[config.mk]
export PLATFORM = sky130hd
export DESIGN_NAME = byte_link_top
export DESIGN_NICKNAME = d
export VERILOG_FILES = /design/src/source/byte_link_pkg.sv /design/src/source/byte_fifo.sv /design/src/source/byte_link_top.sv /design/src/source/byte_stuffer.sv /design/src/source/byte_unstuffer.sv /design/src/source/link_credit_ctrl.sv
export VERILOG_INCLUDE_DIRS = /design/src /design/src/source
export SDC_FILE = /design/constraint.sdc
export NUM_CORES = 1
export LEC_CHECK = 0
export BUFFER_PORTS_ARGS = -buffer_cell sky130_fd_sc_hd__buf_2
export CAP_MARGIN = 15
export CORE_ASPECT_RATIO = 0.5
export CORE_MARGIN = 10
export CORE_UTILIZATION = 56
export CTS_CLUSTER_DIAMETER = 60
export DETAILED_ROUTE_END_ITERATION = 10
export PLACE_DENSITY = 0.77
export SLEW_MARGIN = 10
export SYNTH_ARGS = -nofsm -noshare
export SYNTH_HDL_FRONTEND = slang
export SYNTH_SLANG_ARGS = --single-unit
[constraint.sdc]
create_clock -name clk -period 2.94 [get_ports clk]
set_clock_uncertainty 0.1 [all_clocks]
set_input_delay 0.147 -clock clk [delete_from_list [all_inputs] [get_ports clk]]
set_output_delay 0.147 -clock clk [all_outputs]
set_load 0.01 [all_outputs]
[src/source/byte_link_consts.svh]
`ifndef BYTE_LINK_CONSTS_SVH
`define BYTE_LINK_CONSTS_SVH

// Word and channel geometry.
`define BL_CHANNEL_WIDTH 8
`define BL_SINK_SYMBOLS 2

// Receive buffer depth, which is also the number of credits after reset.
`define BL_CREDITS 4

// Link control codes.
`define BL_CHANNEL_CODE 8'h7C
`define BL_ESCAPE_CODE 8'h7D
`define BL_CONTROL_LOW 8'h7A
`define BL_CONTROL_HIGH 8'h7D

// An escaped byte goes out as its value XOR this mask.
`define BL_ESCAPE_XOR 8'h20

`endif

[src/source/byte_link_pkg.sv]
`include "byte_link_consts.svh"

package byte_link_pkg;

    typedef logic [7:0] sym_t;
    typedef logic [`BL_CHANNEL_WIDTH-1:0] chan_t;
    typedef logic [8*`BL_SINK_SYMBOLS-1:0] word_t;
    typedef logic [$clog2(`BL_CREDITS + 1)-1:0] credit_t;
    typedef logic [((`BL_SINK_SYMBOLS > 1) ? $clog2(`BL_SINK_SYMBOLS) : 1)-1:0] sym_index_t;

    typedef enum logic [1:0] {
        STUFF_IDLE,
        STUFF_CHANNEL,
        STUFF_DATA
    } stuff_state_t;

    typedef enum logic [1:0] {
        HUNT,
        GET_CHANNEL,
        GET_DATA
    } unstuff_state_t;

    // True for any byte that must be escaped on the link.
    function automatic logic is_control(input sym_t value);
        return (value >= `BL_CONTROL_LOW) && (value <= `BL_CONTROL_HIGH);
    endfunction

endpackage

[src/source/byte_fifo.sv]
`timescale 1ns/1ps

module byte_fifo #(
    parameter int DEPTH = 4
) (
    input  logic                clk,
    input  logic                reset,
    input  logic                push,
    input  byte_link_pkg::sym_t push_data,
    output byte_link_pkg::sym_t fifo_data,
    output logic                fifo_valid,
    input  logic                fifo_pop,
    output logic                credit_return
);
    import byte_link_pkg::*;

    localparam int PTR_W  = (DEPTH > 1) ? $clog2(DEPTH) : 1;
    localparam int FILL_W = $clog2(DEPTH + 1);
    localparam logic [PTR_W-1:0] LAST_PTR = PTR_W'(DEPTH - 1);

    sym_t              mem [DEPTH];
    logic [PTR_W-1:0]  wr_ptr;
    logic [PTR_W-1:0]  rd_ptr;
    logic [FILL_W-1:0] fill;
    logic              do_pop;

    assign do_pop     = fifo_pop && fifo_valid;
    assign fifo_valid = (fill != '0);
    assign fifo_data  = mem[rd_ptr];

    always_ff @(posedge clk) begin
        if (push) begin
            mem[wr_ptr] <= push_data;
        end
    end

    always_ff @(posedge clk or posedge reset) begin
        if (reset) begin
            wr_ptr        <= '0;
            rd_ptr        <= '0;
            fill          <= '0;
            credit_return <= 1'b0;
        end else begin
            if (push) begin
                wr_ptr <= (wr_ptr == LAST_PTR) ? '0 : wr_ptr + 1'b1;
            end
            if (do_pop) begin
                rd_ptr <= (rd_ptr == LAST_PTR) ? '0 : rd_ptr + 1'b1;
            end
            case ({push, do_pop})
                2'b10:   fill <= fill + 1'b1;
                2'b01:   fill <= fill - 1'b1;
                default: fill <= fill;
            endcase
            // Freed slot goes back to the sender next cycle.
            credit_return <= do_pop;
        end
    end

endmodule

[src/source/byte_link_top.sv]
`timescale 1ns/1ps
`include "byte_link_consts.svh"

module byte_link_top (
    input  logic                 clk,
    input  logic                 reset,
    input  byte_link_pkg::word_t in_data,
    input  byte_link_pkg::chan_t in_channel,
    input  logic                 in_valid,
    output logic                 in_ready,
    output byte_link_pkg::word_t out_data,
    output byte_link_pkg::chan_t out_channel,
    output logic                 out_valid,
    input  logic                 out_ready
);
    import byte_link_pkg::*;

    sym_t link_data;
    logic link_valid;
    logic link_ready;
    logic link_push;
    sym_t fifo_data;
    logic fifo_valid;
    logic fifo_pop;
    logic credit_return;

    // A byte crosses the link when the sender holds a credit.
    assign link_push = link_valid && link_ready;

    byte_stuffer stuffer0 (
        .clk        (clk),
        .reset      (reset),
        .in_data    (in_data),
        .in_channel (in_channel),
        .in_valid   (in_valid),
        .in_ready   (in_ready),
        .link_data  (link_data),
        .link_valid (link_valid),
        .link_ready (link_ready)
    );

    link_credit_ctrl credit0 (
        .clk           (clk),
        .reset         (reset),
        .link_valid    (link_valid),
        .link_ready    (link_ready),
        .credit_return (credit_return)
    );

    byte_fifo #(
        .DEPTH (`BL_CREDITS)
    ) fifo0 (
        .clk           (clk),
        .reset         (reset),
        .push          (link_push),
        .push_data     (link_data),
        .fifo_data     (fifo_data),
        .fifo_valid    (fifo_valid),
        .fifo_pop      (fifo_pop),
        .credit_return (credit_return)
    );

    byte_unstuffer unstuffer0 (
        .clk         (clk),
        .reset       (reset),
        .fifo_data   (fifo_data),
        .fifo_valid  (fifo_valid),
        .fifo_pop    (fifo_pop),
        .out_data    (out_data),
        .out_channel (out_channel),
        .out_valid   (out_valid),
        .out_ready   (out_ready)
    );

endmodule

[src/source/byte_stuffer.sv]
`timescale 1ns/1ps
`include "byte_link_consts.svh"

module byte_stuffer (
    input  logic                 clk,
    input  logic                 reset,
    input  byte_link_pkg::word_t in_data,
    input  byte_link_pkg::chan_t in_channel,
    input  logic                 in_valid,
    output logic                 in_ready,
    output byte_link_pkg::sym_t  link_data,
    output logic                 link_valid,
    input  logic                 link_ready
);
    import byte_link_pkg::*;

    localparam sym_index_t LAST_INDEX = sym_index_t'(`BL_SINK_SYMBOLS - 1);

    stuff_state_t state;
    logic         escaped;
    sym_index_t   sym_index;
    word_t        word_q;
    chan_t        chan_q;

    logic accept;
    logic send;
    sym_t cur_byte;
    logic cur_is_ctrl;
    logic need_escape;
    sym_t next_byte;

    assign accept = in_valid && in_ready;
    assign send   = link_valid && link_ready;

    // Byte that the state says goes out next, before escaping.
    always_comb begin
        if (state == STUFF_CHANNEL) begin
            cur_byte = sym_t'(chan_q);
        end else begin
            cur_byte = word_q[8*sym_index +: 8];
        end
        cur_is_ctrl = is_control(cur_byte);
        need_escape = cur_is_ctrl && !escaped;
        if (need_escape) begin
            next_byte = `BL_ESCAPE_CODE;
        end else if (cur_is_ctrl) begin
            next_byte = cur_byte ^ `BL_ESCAPE_XOR;
        end else begin
            next_byte = cur_byte;
        end
    end

    always_ff @(posedge clk or posedge reset) begin
        if (reset) begin
            in_ready   <= 1'b1;
            link_valid <= 1'b0;
            state      <= STUFF_IDLE;
            escaped    <= 1'b0;
            sym_index  <= '0;
        end else if (accept) begin
            // Marker goes out first.
            in_ready   <= 1'b0;
            link_valid <= 1'b1;
            state      <= STUFF_CHANNEL;
            escaped    <= 1'b0;
        end else if (send) begin
            case (state)
                STUFF_CHANNEL, STUFF_DATA: begin
                    if (need_escape) begin
                        escaped <= 1'b1;
                    end else begin
                        escaped <= 1'b0;
                        if (state == STUFF_CHANNEL) begin
                            sym_index <= '0;
                            state     <= STUFF_DATA;
                        end else begin
                            sym_index <= sym_index_t'(sym_index + 1'b1);
                            if (sym_index == LAST_INDEX) begin
                                state <= STUFF_IDLE;
                            end
                        end
                    end
                end
                default: begin
                    // Last data byte has gone, ready for the next word.
                    in_ready   <= 1'b1;
                    link_valid <= 1'b0;
                end
            endcase
        end
    end

    always_ff @(posedge clk) begin
        if (accept) begin
            word_q    <= in_data;
            chan_q    <= in_channel;
            link_data <= `BL_CHANNEL_CODE;
        end else if (send && (state != STUFF_IDLE)) begin
            link_data <= next_byte;
        end
    end

endmodule

[src/source/byte_unstuffer.sv]
`timescale 1ns/1ps
`include "byte_link_consts.svh"

module byte_unstuffer (
    input  logic                 clk,
    input  logic                 reset,
    input  byte_link_pkg::sym_t  fifo_data,
    input  logic                 fifo_valid,
    output logic                 fifo_pop,
    output byte_link_pkg::word_t out_data,
    output byte_link_pkg::chan_t out_channel,
    output logic                 out_valid,
    input  logic                 out_ready
);
    import byte_link_pkg::*;

    localparam sym_index_t LAST_INDEX = sym_index_t'(`BL_SINK_SYMBOLS - 1);

    unstuff_state_t state;
    logic           pending;
    sym_index_t     sym_index;

    logic is_marker;
    logic is_escape;
    sym_t value;
    logic store_channel;
    logic store_data;

    // Stall only while a finished word waits to be taken.
    assign fifo_pop = fifo_valid && !(out_valid && !out_ready);

    assign is_marker = (fifo_data == `BL_CHANNEL_CODE);
    assign is_escape = (fifo_data == `BL_ESCAPE_CODE) && !pending;

    always_comb begin
        value         = pending ? (fifo_data ^ `BL_ESCAPE_XOR) : fifo_data;
        store_channel = 1'b0;
        store_data    = 1'b0;
        if (fifo_pop && !is_control(fifo_data)) begin
            store_channel = (state == GET_CHANNEL);
            store_data    = (state == GET_DATA);
        end
    end

    always_ff @(posedge clk or posedge reset) begin
        if (reset) begin
            state     <= HUNT;
            pending   <= 1'b0;
            sym_index <= '0;
            out_valid <= 1'b0;
        end else begin
            if (out_valid && out_ready) begin
                out_valid <= 1'b0;
            end
            if (fifo_pop) begin
                if (is_marker) begin
                    // A marker always starts a fresh frame.
                    state   <= GET_CHANNEL;
                    pending <= 1'b0;
                end else if (state == HUNT) begin
                    pending <= 1'b0;
                end else if (is_escape) begin
                    pending <= 1'b1;
                end else if (is_control(fifo_data)) begin
                    state   <= HUNT;
                    pending <= 1'b0;
                end else if (state == GET_CHANNEL) begin
                    pending   <= 1'b0;
                    sym_index <= '0;
                    state     <= GET_DATA;
                end else begin
                    pending   <= 1'b0;
                    sym_index <= sym_index_t'(sym_index + 1'b1);
                    if (sym_index == LAST_INDEX) begin
                        state     <= HUNT;
                        out_valid <= 1'b1;
                    end
                end
            end
        end
    end

    // Word is built in place, low byte first.
    always_ff @(posedge clk) begin
        if (store_channel) begin
            out_channel <= chan_t'(value);
        end
        if (store_data) begin
            out_data[8*sym_index +: 8] <= value;
        end
    end

endmodule

[src/source/link_credit_ctrl.sv]
`timescale 1ns/1ps
`include "byte_link_consts.svh"

module link_credit_ctrl (
    input  logic clk,
    input  logic reset,
    input  logic link_valid,
    output logic link_ready,
    input  logic credit_return
);
    import byte_link_pkg::*;

    credit_t credits;
    logic    send;

    assign send = link_valid && link_ready;

    // One credit per free byte in the receive buffer.
    always_ff @(posedge clk or posedge reset) begin
        if (reset) begin
            credits <= credit_t'(`BL_CREDITS);
        end else begin
            case ({send, credit_return})
                2'b10: begin
                    credits <= credit_t'(credits - 1'b1);
                end
                2'b01: begin
                    credits <= credit_t'(credits + 1'b1);
                end
                default: begin
                    credits <= credits;
                end
            endcase
        end
    end

    // The link may carry a byte only while a credit is held.
    assign link_ready = (credits != '0);

endmodule

* Word-level counts from Yosys, hierarchy flattened
Memory sizes are Yosys's and may differ from the RTL's.
Index checks and enable logic that the tools add are counted.
** Storage, ports and cells
- Memories kept :: 1
- Bits in registers :: 78
- Memory bits (read-only) :: 0
- RAM bits :: 32
- Input port bits :: 28
- Latch bits :: 0
- Output and inout port bits :: 26
- Word-level logic and storage cells :: 142
** Cells by class
- Equal/unequal tests :: 16
- Bitwise logic cells :: 8
- Add/sub/neg operators :: 9
- Divide/modulo/power cells :: 0
- Shift operators :: 3
- Order comparisons :: 4
- Reduce and logical (&&, ||, !) cells :: 34
- Mux-type cells :: 48
- $mul :: 0
** Memories
- fifo0.mem :: depth 4, bits a word 8, rd ports 1, clocked after memory_dff 0, wr ports 1, RTL line byte_fifo.sv:21 : sym_t mem [DEPTH];
** Operator list (count)
- $neg 4->34 :: 1
- $shift 8x34->16 const A :: 1
- $shiftx 8x34->16 :: 1
- $mux 2 :: 14
- $mux 1 :: 27
- $bwmux 16 :: 1
- $eq 8x7->1 const B :: 2
- $ge 8x7->1 const B :: 2
- $le 8x7->1 const B :: 2
- $mux 8 :: 2
- $shiftx 16x5->8 :: 1
- $eq 2x2->1 const B :: 6
- $logic_and 1x1->1 :: 12
- $mux 6 :: 2
- $pmux 3 s2 :: 2
- $reduce_and 4->1 :: 3
- $reduce_bool 2->1 :: 5
- $reduce_bool 3->1 :: 3
- $eq 2x1->1 const B :: 4
- $ne 2x1->1 const B :: 4
- $not 1->1 :: 8
- $add 3x1->3 const B :: 2
- $sub 3x1->3 const B :: 2
- $logic_not 1->1 :: 5
- 7 further kinds :: 10

* Logic depth before layout (Yosys ltp)
- Word-level depth :: 9
- Depth in mapped cells :: 9
- Gate-level depth less buffers :: 9

* Cells and area by module
From an unflattened synthesis, not the netlist that was laid out.
** Second synthesis, totals
- Cell total of the unflattened synthesis :: 292
- Area, all modules :: 4586.9 sq um
** Modules (own cells, without submodules)
- byte_fifo :: sequential area each 1161.1 sq um, cells each 83, times used 1, area each 1616.6 sq um
- byte_stuffer :: sequential area each 1032.2 sq um, cells each 111, times used 1, area each 1577.8 sq um
- byte_unstuffer :: sequential area each 845.8 sq um, cells each 83, times used 1, area each 1211.2 sq um
- link_credit_ctrl :: sequential area each 76.3 sq um, cells each 14, times used 1, area each 175.2 sq um
- byte_link_top :: sequential area each 0.0 sq um, cells each 1, times used 1, area each 6.3 sq um

* Worst setup path after synthesis
No wires, ideal clock.
- Path kind :: register -> register
- From :: register fifo0.rd_ptr[0]
- To :: register unstuffer0.out_data[0], enable pin
- Stages on the path, launching flop included :: 8
- Required time :: 2.457 ns
- Arrival time :: 2.211 ns
- Setup slack :: 0.246 ns
- Period minus slack after synthesis :: 2.694 ns
- Setup time :: 0.383 ns
- Cells stage by stage :: dfrtp_1 buf_6 mux4_2 xor2_1 and3_4 nor2_1 nand2_1 nor3_1
** Between the ends
- Longest elaborated chain between the ends :: 6
- Elaborated cells between the ends (all ways) :: 7
- Classes of those cells :: 2 x order compare; 1 x mux; 3 x reduce/logical; 1 x memory
** RTL lines
- start, declared :: RTL line byte_fifo.sv:23 : logic [PTR_W-1:0] rd_ptr;
- start signal, assigned :: RTL line byte_fifo.sv:48 : rd_ptr <= (rd_ptr == LAST_PTR) ? '0 : rd_ptr + 1'b1;
- $mem_v2 4x8 (*)
- net fifo0.fifo_data[2] :: RTL line byte_fifo.sv:10 : output byte_link_pkg::sym_t fifo_data,
- $ge 8x7->1 (no source line) / $le 8x7->1 (equally long branches)
- $logic_and 1x1->1 (*) :: RTL line byte_link_pkg.sv:25 : return (value >= `BL_CONTROL_LOW) && (value <= `BL_CONTROL_HIGH);
- $logic_not 1->1 (*) :: RTL line byte_unstuffer.sv:39 : if (fifo_pop && !is_control(fifo_data)) begin
- $logic_and 1x1->1 (*) :: RTL line byte_unstuffer.sv:39
- $mux 1 (*) :: RTL line byte_unstuffer.sv:39
- end signal, assigned by index :: RTL line byte_unstuffer.sv:89 : out_data[8*sym_index +: 8] <= value;
- end, declared :: RTL line byte_unstuffer.sv:10 : output byte_link_pkg::word_t out_data,
Mark *: on every way through the listed nets, which the timed path passes. The rest lies on a longest branch.
A chain may end at the register's enable or synchronous reset.

* Final worst setup path
- From :: register fifo0.rd_ptr[0]
- To :: register unstuffer0.out_data[8], enable pin
Same word-level chain as after synthesis.

==> results.md <==
- CP max FO: 11
- Clock tree from TritonCTS: built
- Storage element area: 3120 µm²
- Fraction of power consumed by sequential logic: 0.464
- Type of destination of the critical path: register
- Crit share post-route: 0.912
- Overall Power: 5.56 mW
- Most heavily used metal layer in global routing: met2
- Count of cells along the worst register-to-register path: 7
- Count of cell types in the netlist: 49
- Count of warnings emitted by yosys: 0
- Number of placement rows: 22
- Setup Fix Bufs, Post-CTS: 0
- Die ar.: 12100 µm²
- Post-CTS Hold Buffers: 27
- Kind of path behind the tightest hold check: in2reg
- Initial detailed-routing violation count: 111
- Number of buffers inserted by port buffering: 53
- Data arrival time of the worst path: 2.65 ns
- Async S/R FF share, synth: 0.200
- Number of flip-flops and latches in the synthesized netlist: 110
- Cell Area, Synth: 4440 µm²
- Fin. max-slew vios: 0
- Wire length of the first global-routing pass: 13.4 mm
- Setup violators final: 0
- Met3 routing resource usage after global routing: 0.0649
- Cell at the root of the clock tree: sky130_fd_sc_hd__clkbuf_16
- Number of stages on the worst setup path: 7
- DRT Pass-1 Iters: 4
- Cells resized by post-CTS repair: 0
- Switching pwr: 1.89 mW
- Clock buffer count from CTS: 9
- Critical path cell sequence: mux4_2 > xor2_1 > and3_4 > nor2_1 > nand2_1 > nor3b_2 > buf_4
- Internal Power: 3.67 mW
- Max_slew headroom: 0.438
- Number of diodes: 0
- Transition time at the pin with the least slew margin: 0.841 ns
- Vias after detailed routing: 2530
- Clock latency on the worst-skew pair: 0.36 ns
- Instance count along the most critical hold path: 2
- DRC viols: 0
- Global placement routability congestion: 0.783
- Number of nets produced by synthesis: 319
- Time the worst path needs with I/O delays and setup: 2.68 ns
- Power per cell area: 1030 nW/µm²
- Outcome: completed
- Pin count of the biggest net entering global routing: 26
- Nature of the critical path startpoint: register
- Maximum level of the CTS H-tree: 3
- Max clock buf depth: 2
- Area of the multi-input gates: 1210 µm²
- Largest voltage drop on the vdd net: 0.000556 V
- Final routed wirelength across all metal layers: 8.18 mm
- Delay-heaviest family, CP: flip-flops
- Clock network power share: 0.217
- Number of filler cells placed in the layout: 477
- Reg2Reg Setup Slack: 0.26 ns
- Starting utilization of the core area: 0.590
- Met2 Use GR: 0.216
- Clk sink count: 110
- Horizontal die dimension: 146 µm
- Max-capacitance violation count: 0
- GRT Util Overall: 0.136
- Clock-pin transition on the worst setup and hold timing paths: 0.08 ns
- Initial antenna violation count: 0
- Global routing met1 resource utilization: 0.162
- Number of enable-type register cells in the synthesized netlist: 80
- Maximum cell stage delay along the critical path: 0.70 ns
- Switching fraction of total power: 0.340
- Combinational power share: 0.319
- Total I/O pin count: 54
- Vias in the first global route: 2651
- Synthesis-to-layout area growth: 21.4%
- Leakage power total: 2.09 nW
- Synth Area per Inst: 15.8 µm²
- DP Wirelength: 5.49 mm
- Sum of buffers and inverters on the critical path: 1
- Number of nets with antenna violations after detailed routing: 0
- Final count of hold timing violations: 0
- Setup repair after global routing missed its margin: false
- Slowest stage cell on the critical path: sky130_fd_sc_hd__dfrtp_1
- Kind of critical path: reg2reg
- Fraction of layout cells with a size suffix above 1: 0.265
- Maximum frequency from static timing analysis: 373 MHz
- Setup TNS: 0 ns
- Core region area: 7510 µm²
- Die Y-Extent: 82.9 µm
- Nets: 407
- Total congestion overflow: 0
- Top_reg_cell synth: sky130_fd_sc_hd__edfxtp_1
- Sequential element share of the synthesized area: 0.702
- Critical path data required time: 2.91 ns
- Instance count of the mapped netlist: 280
- Routed wire per std cell: 17.0 µm
- Via-to-Cell Ratio: 5.26
[worst paths after layout]
| path | from | to |
|---|---|---|
| max in group asynchronous | reset | unstuffer0.sym_index |
| max | fifo0.rd_ptr[0] | unstuffer0.out_data[8] |
| min in group asynchronous | reset | unstuffer0.state[0] |
| min reg2reg | stuffer0.in_ready | stuffer0.in_ready |
| min | in_data[7] | stuffer0.word_q[7] |
| max reg2reg | fifo0.rd_ptr[0] | unstuffer0.out_data[8] |
[state kept, by name, summed over array words and instances (netlist names), 3 cells and up]
| name | flops |
|---|---|
| unstuffer0.out_data | 16 |
| stuffer0.word_q | 16 |
| credit0.credits | 3 |
| stuffer0.link_data | 8 |
| unstuffer0.out_channel | 8 |
| fifo0.fill | 3 |
| fifo0.mem | 32 |
| stuffer0.chan_q | 8 |
[power by group through the flow]
stage / Sequential (mW) / Clock (mW) / Combinational, mW
after floorplan: 2.45 / 0 / 1.45
after global placement: 2.57 / 0 / 1.64
after detailed placement: 2.61 / 0 / 1.75
after CTS: 2.58 / 1.22 / 1.80
after global routing: 2.63 / 1.27 / 1.98
final: 2.58 / 1.20 / 1.77
[stage by stage]
step / cell area (µm²) / setup slack, ns / util / hold WS [ns] / std cells
after floorplan: 4440 / 0.246 / - / 0.0347 / 280
after global placement: 4820 / 0.347 / 0.641 / 0.223 / 438
after detailed placement: 4820 / 0.219 / 0.641 / 0.226 / 438
after CTS: 5380 / 0.230 / 0.716 / 0.390 / 481
after global routing: 5380 / 0.0947 / 0.716 / 0.408 / 481
final: 5380 / 0.258 / 0.716 / 0.395 / 481
[layout by cell type, fill, tap and decap left out, types with 4 or more instances in the layout]
master / instances
sky130_fd_sc_hd__xor2_1: 6
sky130_fd_sc_hd__a21oi_1: 4
sky130_fd_sc_hd__clkbuf_16: 9
sky130_fd_sc_hd__nand2_1: 23
sky130_fd_sc_hd__dfrtp_1: 20
sky130_fd_sc_hd__o21ai_0: 6
sky130_fd_sc_hd__ha_1: 9
sky130_fd_sc_hd__mux4_2: 8
sky130_fd_sc_hd__mux2i_1: 9
sky130_fd_sc_hd__o22ai_1: 4
sky130_fd_sc_hd__dlygate4sd3_1: 27
sky130_fd_sc_hd__and2_1: 12
sky130_fd_sc_hd__mux2_2: 6
sky130_fd_sc_hd__buf_4: 4
sky130_fd_sc_hd__nor2_1: 10
sky130_fd_sc_hd__inv_8: 4
sky130_fd_sc_hd__inv_1: 15
sky130_fd_sc_hd__buf_2: 53
sky130_fd_sc_hd__edfxtp_1: 80
sky130_fd_sc_hd__nor2b_1: 8
sky130_fd_sc_hd__dfxtp_1: 8
[layout make-up]
type | count | area share
timing repair buffer | 84 | 0.105
inverter | 15 | 0.0105
sequential | 110 | 0.579
clock buffer | 9 | 0.0418
multi-input combinational | 148 | 0.226
clock inverter | 7 | 0.0130
tap | 108 | 0.0251
[routing by layer]
layer | part of all wire | up-vias
li1 | - | 1207
met1 | 0.46 | 1235
met2 | 0.46 | 75
met3 | 0.073 | 13
met4 | 0.011 | 0
met5 | 0 | -
[synthesized netlist by cell type, types with 4 or more instances]
cell type,instances,area share
sky130_fd_sc_hd__dfxtp_1,8,0.036
sky130_fd_sc_hd__clkbuf_1,4,0.0034
sky130_fd_sc_hd__mux4_2,8,0.041
sky130_fd_sc_hd__o21ai_0,6,0.0068
sky130_fd_sc_hd__xor2_1,6,0.012
sky130_fd_sc_hd__and2_1,12,0.017
sky130_fd_sc_hd__o22ai_1,4,0.0056
sky130_fd_sc_hd__edfxtp_1,80,0.54
sky130_fd_sc_hd__nor2b_1,8,0.011
sky130_fd_sc_hd__mux2_2,6,0.015
sky130_fd_sc_hd__a21oi_1,4,0.0045
sky130_fd_sc_hd__ha_1,9,0.025
sky130_fd_sc_hd__inv_1,15,0.013
sky130_fd_sc_hd__nor2_1,10,0.0085
sky130_fd_sc_hd__nand2_1,23,0.019
sky130_fd_sc_hd__mux2i_1,9,0.020
sky130_fd_sc_hd__dfrtp_1,20,0.11
[logic make-up (layout without fill, tap and decap cells)]
kind of cell	after synthesis	in the layout	synth area share
xor gates and xnor gates	9	9	0.0178
adders and majority gates	11	11	0.0344
DFF	110	110	0.702
AOI/OAI and AO/OA	32	32	0.0508
muxes	26	26	0.0852
and+or+nand+nor	70	70	0.0858
buffers and inverters	22	115	0.0237
Power figures use the tool's default switching activity.
